===== config.mk =====
export PLATFORM = sky130hd
export DESIGN_NAME = osd_mam_ahb3
export DESIGN_NICKNAME = d
export VERILOG_FILES = /design/src/dii_pkg.sv /design/src/mam_pkg.sv /design/src/mam_if.sv /design/src/osd_mam.sv /design/src/osd_mam_ahb3.sv /design/src/osd_mam_ahb3_if.sv /design/src/osd_mam_regions.sv
export SDC_FILE = /design/constraint.sdc
export NUM_CORES = 1
export LEC_CHECK = 0
export ABC_AREA = 1
export BUFFER_PORTS_ARGS = -buffer_cell sky130_fd_sc_hd__clkbuf_2
export CAP_MARGIN = 20
export CORE_MARGIN = 2
export CORE_UTILIZATION = 45
export DETAILED_ROUTE_END_ITERATION = 8
export PLACE_DENSITY = 0.66
export SLEW_MARGIN = 20
export SYNTH_ARGS = -nofsm -noshare
export SYNTH_HDL_FRONTEND = slang
export SYNTH_SLANG_ARGS = --single-unit

===== constraint.sdc =====
create_clock -name clk_i -period 11.5 [get_ports clk_i]
set_clock_uncertainty 0.1 [all_clocks]
set_input_delay 1.15 -clock clk_i [delete_from_list [all_inputs] [get_ports clk_i]]
set_output_delay 1.15 -clock clk_i [all_outputs]
set_load 0.01 [all_outputs]

===== src/dii_pkg.sv =====
// Debug interconnect definitions shared by every block on the debug network
// Holds the flit layout and the bit positions inside a packet header flit

package dii_pkg;

  // One 16-bit flit on the debug interconnect
  typedef struct packed {
    logic        valid;
    logic        last;
    logic [15:0] data;
  } dii_flit;

  // Header flit bits, the low 12 bits carry the beat count
  localparam int DII_HDR_WE    = 15;
  localparam int DII_HDR_BURST = 14;
  localparam int DII_HDR_SYNC  = 13;
  localparam int DII_HDR_ERR   = 12;

endpackage


===== src/mam_pkg.sv =====
// Memory access unit definitions: bus widths, memory windows, request types
// and the AHB3 encodings used by the bus adapter

package mam_pkg;

  localparam int XLEN = 16;
  localparam int PLEN = 32;

  typedef logic [XLEN-1:0] mam_data_t;
  typedef logic [PLEN-1:0] mam_addr_t;
  typedef logic [11:0]     mam_beats_t;

  // Longest burst the unit accepts
  localparam int MAX_PKT_LEN = 8;

  // Memory windows the debugger may access
  localparam int        REGIONS    = 2;
  localparam mam_addr_t BASE_ADDR0 = 32'h0000_0000;
  localparam mam_addr_t MEM_SIZE0  = 32'd256;
  localparam mam_addr_t BASE_ADDR1 = 32'h0000_1000;
  localparam mam_addr_t MEM_SIZE1  = 32'd256;

  // AHB3 encodings
  localparam logic [1:0] HTRANS_IDLE   = 2'b00;
  localparam logic [1:0] HTRANS_BUSY   = 2'b01;
  localparam logic [1:0] HTRANS_NONSEQ = 2'b10;
  localparam logic [1:0] HTRANS_SEQ    = 2'b11;
  localparam logic [2:0] HBURST_SINGLE = 3'b000;
  localparam logic [2:0] HBURST_INCR   = 3'b001;
  localparam logic [2:0] HSIZE_HALF    = 3'b001;
  localparam logic [3:0] HPROT_DATA    = 4'b0011;

  typedef enum logic [3:0] {
    MAM_DEST, MAM_SRC, MAM_HDR, MAM_ADDR_HI, MAM_ADDR_LO, MAM_CHECK, MAM_WRITE,
    MAM_DROP, MAM_WAIT, MAM_RESP_DEST, MAM_RESP_SRC, MAM_RESP_HDR, MAM_READ
  } mam_state_e;

endpackage


===== src/mam_if.sv =====
// Channels between the packet engine and the bus adapter
// The request channel stays valid until the last beat is done on the bus

`timescale 1ns/1ps

interface mam_req_if import mam_pkg::*; ();
  logic       req_valid;
  logic       req_ready;
  logic       req_we;
  mam_addr_t  req_addr;
  logic       req_burst;
  mam_beats_t req_beats;
  logic       req_sync;

  modport eng (output req_valid, req_we, req_addr, req_burst, req_beats, req_sync,
               input  req_ready);
  modport bus (input  req_valid, req_we, req_addr, req_burst, req_beats, req_sync,
               output req_ready);
endinterface

// Write beats flow to the bus, read beats flow back to the engine
interface mam_data_if import mam_pkg::*; ();
  logic      write_valid;
  mam_data_t write_data;
  logic      write_ready;
  logic      read_valid;
  mam_data_t read_data;
  logic      read_ready;

  modport eng (output write_valid, write_data, read_ready,
               input  write_ready, read_valid, read_data);
  modport bus (input  write_valid, write_data, read_ready,
               output write_ready, read_valid, read_data);
endinterface


===== src/osd_mam.sv =====
// Packet engine of the memory access unit
// Parses request packets from the debug network, issues one memory request
// per packet and returns read data or a write acknowledge as a response packet

`timescale 1ns/1ps

module osd_mam import dii_pkg::*; import mam_pkg::*; (
  input  logic           clk_i,
  input  logic           arst_n_i,
  input  dii_flit        debug_in_i,
  output logic           debug_in_ready_o,
  output dii_flit        debug_out_o,
  input  logic           debug_out_ready_i,
  input  logic [15:0]    id_i,
  mam_req_if.eng         req,
  mam_data_if.eng        data,
  output mam_addr_t      chk_addr_o,
  input  logic           region_hit_i
);

  mam_state_e  state_q, state_d;
  logic [15:0] src_q;
  logic [15:0] addr_hi_q;
  mam_addr_t   addr_q;
  logic        we_q, burst_q, sync_q;
  mam_beats_t  beats_q;
  mam_beats_t  beat_cnt_q;
  logic        err_q;
  logic        req_pending_q;
  logic        check_err;
  logic [15:0] resp_hdr;

  assign chk_addr_o = addr_q;
  assign check_err  = !region_hit_i || (beats_q == '0) || (beats_q > MAX_PKT_LEN);

  always_comb begin
    resp_hdr              = '0;
    resp_hdr[DII_HDR_SYNC] = sync_q;
    resp_hdr[DII_HDR_ERR]  = err_q;
    resp_hdr[11:0]         = beats_q;
  end

  assign req.req_valid = req_pending_q;
  assign req.req_we    = we_q;
  assign req.req_addr  = addr_q;
  assign req.req_burst = burst_q;
  assign req.req_beats = beats_q;
  assign req.req_sync  = sync_q;

  assign data.write_data = debug_in_i.data;

  always_comb begin
    state_d          = state_q;
    debug_in_ready_o = 1'b0;
    debug_out_o      = '0;
    data.write_valid = 1'b0;
    data.read_ready  = 1'b0;
    case (state_q)
      MAM_DEST, MAM_SRC, MAM_HDR, MAM_ADDR_HI, MAM_ADDR_LO: begin
        debug_in_ready_o = 1'b1;
        if (debug_in_i.valid) begin
          state_d = mam_state_e'(state_q + 4'd1);
        end
      end
      MAM_CHECK: begin
        if (check_err) state_d = we_q ? MAM_DROP : MAM_RESP_DEST;
        else           state_d = we_q ? MAM_WRITE : MAM_RESP_DEST;
      end
      MAM_WRITE: begin
        debug_in_ready_o = data.write_ready;
        data.write_valid = debug_in_i.valid;
        if (debug_in_i.valid && data.write_ready && debug_in_i.last) state_d = MAM_WAIT;
      end
      // Write data of a rejected request is swallowed
      MAM_DROP: begin
        debug_in_ready_o = 1'b1;
        if (debug_in_i.valid && debug_in_i.last) state_d = MAM_RESP_DEST;
      end
      MAM_WAIT: begin
        if (!req_pending_q) state_d = (we_q && sync_q) ? MAM_RESP_DEST : MAM_DEST;
      end
      MAM_RESP_DEST: begin
        debug_out_o.valid = 1'b1;
        debug_out_o.data  = src_q;
        if (debug_out_ready_i) state_d = MAM_RESP_SRC;
      end
      MAM_RESP_SRC: begin
        debug_out_o.valid = 1'b1;
        debug_out_o.data  = id_i;
        if (debug_out_ready_i) state_d = MAM_RESP_HDR;
      end
      MAM_RESP_HDR: begin
        debug_out_o.valid = 1'b1;
        debug_out_o.last  = err_q || we_q;
        debug_out_o.data  = resp_hdr;
        if (debug_out_ready_i) state_d = (err_q || we_q) ? MAM_DEST : MAM_READ;
      end
      MAM_READ: begin
        debug_out_o.valid = data.read_valid;
        debug_out_o.last  = (beat_cnt_q == beats_q - 1'b1);
        debug_out_o.data  = data.read_data;
        data.read_ready   = debug_out_ready_i;
        if (data.read_valid && debug_out_ready_i && debug_out_o.last) state_d = MAM_WAIT;
      end
      default: state_d = MAM_DEST;
    endcase
  end

  always_ff @(posedge clk_i or negedge arst_n_i) begin
    if (!arst_n_i) begin
      state_q       <= MAM_DEST;
      err_q         <= 1'b0;
      req_pending_q <= 1'b0;
      beat_cnt_q    <= '0;
    end else begin
      state_q <= state_d;
      if (state_q == MAM_CHECK) begin
        err_q         <= check_err;
        req_pending_q <= !check_err;
        beat_cnt_q    <= '0;
      end else begin
        if (req.req_valid && req.req_ready) req_pending_q <= 1'b0;
        if (data.read_valid && data.read_ready) beat_cnt_q <= beat_cnt_q + 1'b1;
      end
    end
  end

  // Packet fields, a single access always counts as one beat
  always_ff @(posedge clk_i) begin
    if (debug_in_i.valid) begin
      case (state_q)
        MAM_SRC: src_q <= debug_in_i.data;
        MAM_HDR: begin
          we_q    <= debug_in_i.data[DII_HDR_WE];
          burst_q <= debug_in_i.data[DII_HDR_BURST];
          sync_q  <= debug_in_i.data[DII_HDR_SYNC];
          beats_q <= debug_in_i.data[DII_HDR_BURST] ? mam_beats_t'(debug_in_i.data) : 12'd1;
        end
        MAM_ADDR_HI: addr_hi_q <= debug_in_i.data;
        MAM_ADDR_LO: addr_q <= {addr_hi_q, debug_in_i.data};
        default: ;
      endcase
    end
  end

  // A waiting request holds all its fields
  assert property (@(posedge clk_i) disable iff (!arst_n_i)
    req.req_valid && !req.req_ready |=> req.req_valid &&
      $stable({req.req_we, req.req_addr, req.req_burst, req.req_beats, req.req_sync}));

  // No request goes out for an address outside the windows
  assert property (@(posedge clk_i) disable iff (!arst_n_i) req.req_valid |-> region_hit_i);

endmodule


===== src/osd_mam_ahb3.sv =====
// Debug memory access unit with an AHB3 master port
// Connects the packet engine, the address window check and the bus adapter

`timescale 1ns/1ps

module osd_mam_ahb3 import dii_pkg::*; import mam_pkg::*; (
  input  logic        clk_i,
  input  logic        arst_n_i,
  input  dii_flit     debug_in_i,
  output logic        debug_in_ready_o,
  output dii_flit     debug_out_o,
  input  logic        debug_out_ready_i,
  input  logic [15:0] id_i,
  output logic        ahb3_hsel_o,
  output mam_addr_t   ahb3_haddr_o,
  output mam_data_t   ahb3_hwdata_o,
  input  mam_data_t   ahb3_hrdata_i,
  output logic        ahb3_hwrite_o,
  output logic [2:0]  ahb3_hsize_o,
  output logic [2:0]  ahb3_hburst_o,
  output logic [3:0]  ahb3_hprot_o,
  output logic [1:0]  ahb3_htrans_o,
  output logic        ahb3_hmastlock_o,
  input  logic        ahb3_hready_i
);

  mam_addr_t chk_addr;
  logic      region_hit;

  mam_req_if  u_req_if ();
  mam_data_if u_data_if ();

  osd_mam u_mam (
    .clk_i             (clk_i),
    .arst_n_i          (arst_n_i),
    .debug_in_i        (debug_in_i),
    .debug_in_ready_o  (debug_in_ready_o),
    .debug_out_o       (debug_out_o),
    .debug_out_ready_i (debug_out_ready_i),
    .id_i              (id_i),
    .req               (u_req_if.eng),
    .data              (u_data_if.eng),
    .chk_addr_o        (chk_addr),
    .region_hit_i      (region_hit)
  );

  osd_mam_regions u_regions (
    .clk_i        (clk_i),
    .arst_n_i     (arst_n_i),
    .chk_addr_i   (chk_addr),
    .region_hit_o (region_hit)
  );

  osd_mam_ahb3_if u_bus (
    .clk_i            (clk_i),
    .arst_n_i         (arst_n_i),
    .req              (u_req_if.bus),
    .data             (u_data_if.bus),
    .ahb3_hsel_o      (ahb3_hsel_o),
    .ahb3_haddr_o     (ahb3_haddr_o),
    .ahb3_hwdata_o    (ahb3_hwdata_o),
    .ahb3_hrdata_i    (ahb3_hrdata_i),
    .ahb3_hwrite_o    (ahb3_hwrite_o),
    .ahb3_hsize_o     (ahb3_hsize_o),
    .ahb3_hburst_o    (ahb3_hburst_o),
    .ahb3_hprot_o     (ahb3_hprot_o),
    .ahb3_htrans_o    (ahb3_htrans_o),
    .ahb3_hmastlock_o (ahb3_hmastlock_o),
    .ahb3_hready_i    (ahb3_hready_i)
  );

endmodule


===== src/osd_mam_ahb3_if.sv =====
// AHB3 master side of the memory access unit
// Turns one memory request into a SINGLE or an INCR burst with overlapped
// address and data phases, and acknowledges it after the last data phase

`timescale 1ns/1ps

module osd_mam_ahb3_if import mam_pkg::*; (
  input  logic       clk_i,
  input  logic       arst_n_i,
  mam_req_if.bus     req,
  mam_data_if.bus    data,
  output logic       ahb3_hsel_o,
  output mam_addr_t  ahb3_haddr_o,
  output mam_data_t  ahb3_hwdata_o,
  input  mam_data_t  ahb3_hrdata_i,
  output logic       ahb3_hwrite_o,
  output logic [2:0] ahb3_hsize_o,
  output logic [2:0] ahb3_hburst_o,
  output logic [3:0] ahb3_hprot_o,
  output logic [1:0] ahb3_htrans_o,
  output logic       ahb3_hmastlock_o,
  input  logic       ahb3_hready_i
);

  mam_beats_t addr_cnt_q;
  logic       all_issued_q;
  logic       aphase_last_q;
  logic       dphase_q, dphase_write_q, dphase_last_q;
  mam_data_t  wdata_a_q;
  mam_data_t  rbuf_q;
  logic       rbuf_valid_q;
  logic [1:0] rd_out_q;
  logic       issue_slot, rd_ok, wr_issue, rd_issue, issue, last_beat, req_ack, rd_take;

  // Only one read beat may be outstanding between bus and engine
  assign issue_slot = ahb3_hready_i && req.req_valid && !all_issued_q;
  assign rd_ok      = (rd_out_q == 2'd0) ||
                      ((rd_out_q == 2'd1) && rbuf_valid_q && data.read_ready);
  assign data.write_ready = issue_slot && req.req_we;
  assign wr_issue   = data.write_ready && data.write_valid;
  assign rd_issue   = issue_slot && !req.req_we && rd_ok;
  assign issue      = wr_issue || rd_issue;
  assign last_beat  = (addr_cnt_q == req.req_beats - 1'b1);
  assign req_ack    = ahb3_hready_i && dphase_q && dphase_last_q;
  assign rd_take    = ahb3_hready_i && dphase_q && !dphase_write_q;

  assign req.req_ready    = req_ack;
  assign data.read_valid  = rbuf_valid_q;
  assign data.read_data   = rbuf_q;
  assign ahb3_hsize_o     = HSIZE_HALF;
  assign ahb3_hprot_o     = HPROT_DATA;
  assign ahb3_hmastlock_o = 1'b0;

  always_ff @(posedge clk_i or negedge arst_n_i) begin
    if (!arst_n_i) begin
      ahb3_hsel_o    <= 1'b0;
      ahb3_htrans_o  <= HTRANS_IDLE;
      ahb3_hwrite_o  <= 1'b0;
      ahb3_hburst_o  <= HBURST_SINGLE;
      addr_cnt_q     <= '0;
      all_issued_q   <= 1'b0;
      aphase_last_q  <= 1'b0;
      dphase_q       <= 1'b0;
      dphase_write_q <= 1'b0;
      dphase_last_q  <= 1'b0;
      rbuf_valid_q   <= 1'b0;
      rd_out_q       <= '0;
    end else begin
      if (ahb3_hready_i) begin
        // Accepted address phase becomes the data phase
        dphase_q       <= ahb3_htrans_o[1];
        dphase_write_q <= ahb3_hwrite_o;
        dphase_last_q  <= aphase_last_q;
        ahb3_hsel_o    <= req.req_valid && !req_ack;
        aphase_last_q  <= issue && last_beat;
        if (issue) begin
          ahb3_htrans_o <= (addr_cnt_q == '0) ? HTRANS_NONSEQ : HTRANS_SEQ;
          ahb3_hwrite_o <= req.req_we;
          ahb3_hburst_o <= req.req_burst ? HBURST_INCR : HBURST_SINGLE;
          addr_cnt_q    <= addr_cnt_q + 1'b1;
          all_issued_q  <= last_beat;
        end else if (req.req_valid && !all_issued_q && (addr_cnt_q != '0)) begin
          // Burst stalled on data, keep it open
          ahb3_htrans_o <= HTRANS_BUSY;
        end else begin
          ahb3_htrans_o <= HTRANS_IDLE;
        end
        if (req_ack) begin
          addr_cnt_q   <= '0;
          all_issued_q <= 1'b0;
        end
      end
      if (rd_take)              rbuf_valid_q <= 1'b1;
      else if (data.read_ready) rbuf_valid_q <= 1'b0;
      rd_out_q <= rd_out_q + {1'b0, rd_issue} - {1'b0, rbuf_valid_q && data.read_ready};
    end
  end

  // Write data follows its address by one accepted phase
  always_ff @(posedge clk_i) begin
    if (issue) begin
      ahb3_haddr_o <= (addr_cnt_q == '0) ? req.req_addr : ahb3_haddr_o + mam_addr_t'(XLEN/8);
      wdata_a_q    <= data.write_data;
    end
    if (ahb3_hready_i) ahb3_hwdata_o <= wdata_a_q;
    if (rd_take)       rbuf_q        <= ahb3_hrdata_i;
  end

  assert property (@(posedge clk_i) disable iff (!arst_n_i)
    !ahb3_hsel_o |-> ahb3_htrans_o == HTRANS_IDLE);

endmodule


===== src/osd_mam_regions.sv =====
// Address window check for the memory access unit
// Returns a hit in the same cycle when any configured window holds the address

`timescale 1ns/1ps

module osd_mam_regions import mam_pkg::*; (
  input  logic      clk_i,
  input  logic      arst_n_i,
  input  mam_addr_t chk_addr_i,
  output logic      region_hit_o
);

  logic [REGIONS-1:0] hit_vec;

  function automatic logic in_window(mam_addr_t addr, mam_addr_t base, mam_addr_t size);
    return (addr >= base) && ((addr - base) < size);
  endfunction

  // All windows are compared in parallel
  assign hit_vec[0]   = in_window(chk_addr_i, BASE_ADDR0, MEM_SIZE0);
  assign hit_vec[1]   = in_window(chk_addr_i, BASE_ADDR1, MEM_SIZE1);
  assign region_hit_o = |hit_vec;

endmodule

=== After elaboration in Yosys (flattened, before gate mapping) ===
Cells that the tools add are included.
Widths: inputs -> output; s select.

* Multiplexer cells: 35
* Shifts and indexed selects: 0
* Bitwise operators: 0
* Multipliers: 0
* Div/mod/pow operators: 0
* Order comparisons: 5
* Equality and inequality tests: 23
* Reduce and logical (&&, ||, !) cells: 56
* Add/sub/neg operators: 8

{| class="wikitable"
|+ Operators with widths
! cell !! number
|-
| $lt 32x9->1 const B || 2
|-
| $pmux 16 s4 || 1
|-
| $mux 4 || 13
|-
| $mux 12 || 4
|-
| $pmux 4 s9 || 1
|-
| $add 32x2->32 const B || 1
|-
| $ge 32x1->1 const B || 1
|-
| $ge 32x13->1 const B || 1
|-
| $mux 32 || 1
|-
| $sub 32x13->32 const B || 1
|-
| $logic_and 1x1->1 || 25
|-
| $add 12x1->12 const B || 2
|-
| $eq 12x12->1 || 2
|-
| $logic_not 12->1 || 2
|-
| $eq 4x4->1 const B || 5
|-
| $eq 4x3->1 const B || 4
|-
| $gt 12x4->1 const B || 1
|-
| $reduce_and 2->1 || 6
|-
| $reduce_bool 12->1 || 1
|-
| $sub 12x1->12 const B || 1
|-
| $mux 1 || 11
|-
| $ne 2x2->1 const B || 5
|-
| $eq 4x2->1 const B || 2
|-
| $reduce_and 8->1 || 1
|-
| 17 further kinds || 33
|}

* Register bits after elaboration: 204
* Latch bits: 0
* Logic and storage cells: 154
* Bits of input ports: 54
* Memories: 0
* Bits in writable memories: 0
* ROM bits: 0

=== Longest topological paths before layout ===
* Depth in word-level cells: 9
* Gate-level depth with buffers: 16
* Gate-level depth less buffers: 16

=== Hierarchy ===
From an unflattened synthesis, not the netlist that was laid out.

* Cell total of the unflattened synthesis: 1,226
* Area, all modules: 10,926.7 µm²

{| class="wikitable"
|+ Modules (own cells, without submodules)
! module !! instances !! cells each !! sequential area each (µm²) !! area each (µm²)
|-
| osd_mam_ahb3_if || 1 || 596 || 3,027.9 || 5,435.2
|-
| osd_mam || 1 || 516 || 2,822.7 || 4,969.8
|-
| osd_mam_regions || 1 || 114 || 0.0 || 521.8
|}

=== Least setup slack after synthesis ===
Ideal clock, no wire load.

* Kind: input-to-reg
* Start: input debug_in_i[17] in the netlist's numbering
* End: register u_mam.addr_q[0], in the netlist u_mam.chk_addr_o[0], enable pin
* Data arrival time: 3,424 ps
* Stages: 2
* Path buffers: 0
* Library setup time: 461 ps
* Setup slack: 7,515 ps
* Path through: inv_1 > nor3_1

* Longest elaborated chain between the ends: 1

{| class="wikitable"
|+ RTL lines
! element !! line !! text
|-
| start: declaration || osd_mam_ahb3.sv:9 || <nowiki>input dii_flit debug_in_i,</nowiki>
|-
| $reduce_and 2->1 (no line) || - ||
|-
| end signal: assignment || osd_mam.sv:140 || <nowiki>MAM_ADDR_LO: addr_q <= {addr_hi_q, debug_in_i.data};</nowiki>
|-
| end: declaration || osd_mam.sv:24 || <nowiki>mam_addr_t addr_q;</nowiki>
|}

Every way passes these cells.
A chain may end at the register's enable or synchronous reset.

==> run metrics <==
first-pass GRT wire length=roughly 38 mm; max_cap viols=0; Compound-Gate Fraction of Synth Area=~7.0%; Startpoint Class=flip-flop; 1st-pass router iterations=5; commonest non-fill, non-tap cells in the layout=nand2_1 (243), edfxtp_1 (159), clkbuf_2 (125); Vias/cell=approximately 5.3; post-DP HPWL=17.9 mm; postcts setup bufs=0; Initial Util=45.8%; critical path class=reg2out; synthesized area=9950 sq um; Worst-Skew Late Latency=roughly 0.5 ns; Final WS setup=7.54 ns; die width=153 um; Pwr Density=173 nW/um^2; Mean Syn Cell Area=10.1 sq um; CTS buffer count=22; largest family of logic cells by synthesized area=simple AND/OR/NAND/NOR gates; Slew Limit Fails=0; First DRT Iteration DRCs=between 600 and 700; register area share after synthesis=roughly three fifths; largest net degree at the start of global routing=54; Worst-Margin Slew=0.981 ns; post-route core utilization=between 50% and 60%; Max VDD drop=approximately 0.00013 V; gr usage total=roughly 21%; Nets=between 1000 and 1500; core box area=roughly 22000 sq um; Final Power=2.01 mW; final wirelength=roughly 24 mm; XOR/XNOR share of the synthesized area=~3.4%; Final ANT Viol Nets=0; run status=finished clean; ant diodes=0; mux cell area share after synthesis=0%; Routability Congestion=0.905; post-cts resize count=0; f_max=about 250 MHz; CTS Sinks=202; Clock Path Buffers=3; initial antenna violation count=0; Final Setup Violations=0; htree depth=1; Ys Warns=0; clock-pin slew of the registers on the worst-case setup and hold paths=0.06 ns; reg2reg path depth=9; Final TNS setup=0 ns; vias in the first global route=approximately 7100; simple-gate portion of the synthesized area=a little under a quarter; post-synthesis cell type count=52; flop-to-flop setup slack=~8.4 ns; Hold Startpoint=u_mam.addr_hi_q[5]; Worst Path Max Fanout=7; number of flops mapped to enable cells by yosys=159; layout cells sized above 1=approximately a fifth; CTS root buffer=clkbuf_16; dpl cells=around 1400; hold crit path type=reg2reg; Seq cells post-synth=slightly above 200; RSZ-0062 raised after global routing=false; port bufs=125; die area=approximately 23000 sq um; Syn Inst Count=~990; WL/cell=about 17 um; Synth Flop Type=edfxtp_1; Hold Buf Count CTS=0; commonest non-fill, non-tap cell in the layout=nand2_1; worst r2r src=u_bus.addr_cnt_q[0]; row count=54; Overflow after GRT=0; Remaining DRCs=0; P_leak=4.90 nW; Worst Hold Depth=0; CP required=roughly 10 ns; Post-Synth Adder-Cell Area=~1.4%; pre-CTS setup slack=7.77 ns; via count=~7500; Min-Delay Endpoint=u_mam.chk_addr_o[21]; Crit. End Element=output pin; io pins=approximately 140; P&R area growth vs syn=16.8%; Synth async-reset ratio=a little over a fifth; clock tree from TritonCTS=done; Worst EP arrival=between 2 and 3 ns; fin crit period=just under 4 ns; Die Ht=approximately 150 um; worst relative slew slack=roughly 34%; Layout Cells excl Fill=1421; Tcrit/Tclk final=34.4%; final count of hold timing violations=0; Critical R2R Capture=u_bus.ahb3_haddr_o[11]
==> state kept, by name (all words and copies together) (netlist names), 4 cells and up <==
signal,count
u_mam.chk_addr_o,32
u_mam.state_q,4
u_bus.ahb3_haddr_o,32
u_bus.data.read_data,16
u_mam.beat_cnt_q,12
u_mam.src_q,16
u_mam.addr_hi_q,16
u_bus.wdata_a_q,16
u_bus.ahb3_hwdata_o,16
u_bus.addr_cnt_q,12
u_mam.req.req_beats,12
==> layer usage <==
metal	wire (um)	track usage, %
met5	0	0
met4	482	5.34
met2	10900	32.8
met1	11200	30.4
met3	1810	2.84
==> power by group <==
| part | switching, mW | internal (mW) | total [mW] |
|---|---|---|---|
| Combinational | 0.238 | 0.113 | 0.351 |
| Clock | 0.285 | 0.442 | 0.727 |
| Sequential | 0.0599 | 0.868 | 0.928 |
==> worst max path at each step <==
stage	from	to	cells past startpoint
after floorplan	debug_in_i[17]	u_mam.chk_addr_o[0]	2
after global placement	ahb3_hready_i	u_bus.addr_cnt_q[9]	15
after detailed placement	ahb3_hready_i	u_bus.addr_cnt_q[6]	12
after CTS	u_mam.req.req_beats[0]	debug_out_o[16]	13
after global routing	u_mam.req.req_beats[0]	debug_out_o[16]	13
final	u_mam.req.req_beats[0]	debug_out_o[16]	13
==> per-stage QoR <==
step           area [sq um]  hold WS, ns
2_1_floorplan          9980        0.300
3_3_place_gp          10900        0.300
3_5_place_dp          10900        0.305
4_1_cts               11600        0.315
5_1_grt               11600        0.320
6_report              11600        0.313
==> cell families (layout without fill, tap and decap cells) <==
logic type,Yosys count,in the layout
other cells,2,10
buf+inv,146,291
simple gates,473,473
fa+ha+maj,11,11
flops,202,202
compound gates,115,115
xor+xnor,39,39
==> area by class of cell <==
cell class | instances | area (sq um)
Clock buffer | 26 | 566
Clock inverter | 12 | 176
Tap cell | 280 | 350
Inverter | 123 | 469
Sequential cell | 202 | 5850
Fill cell | 1943 | 10100
Multi-Input combinational cell | 648 | 3550
Timing Repair Buffer | 130 | 663
==> cell usage after synthesis (all sizes together) (2+ instances only) <==
cell,count,area share [%]
inv,119,4.6
nand3,61,3.6
xor2,26,2.3
o211ai,2,0.15
xnor2,13,1.1
and3,2,0.13
clkinv,4,0.15
a21oi,34,1.7
buf,15,1.0
nor3,28,2.1
ha,11,1.4
a211oi,2,0.15
nand4,13,0.82
o21ai,51,2.8
conb,2,0.075
a22oi,2,0.15
nor4,9,0.72
o21a,2,0.15
nand3b,6,0.45
o31ai,2,0.15
nor2,97,5.3
edfxtp,159,48
clkbuf,8,0.30
nand2,256,10
o2111ai,13,1.1
dfrtp,43,11
==> worst max-delay path, cell delays in order (launching register included) <==
cell and delay [ns]:
edfxtp_1 0.43, inv_2 0.15, ha_1 0.29, nand2_1 0.11, nor2_2 0.16, nand3_1 0.09
nand2_1 0.14, nor2_1 0.06, nor2_1 0.10, nand2_1 0.05, nor2_1 0.16, nand4_1 0.12
o21ai_0 0.14, clkbuf_2 0.19
Power figures use the tool's default switching activity.
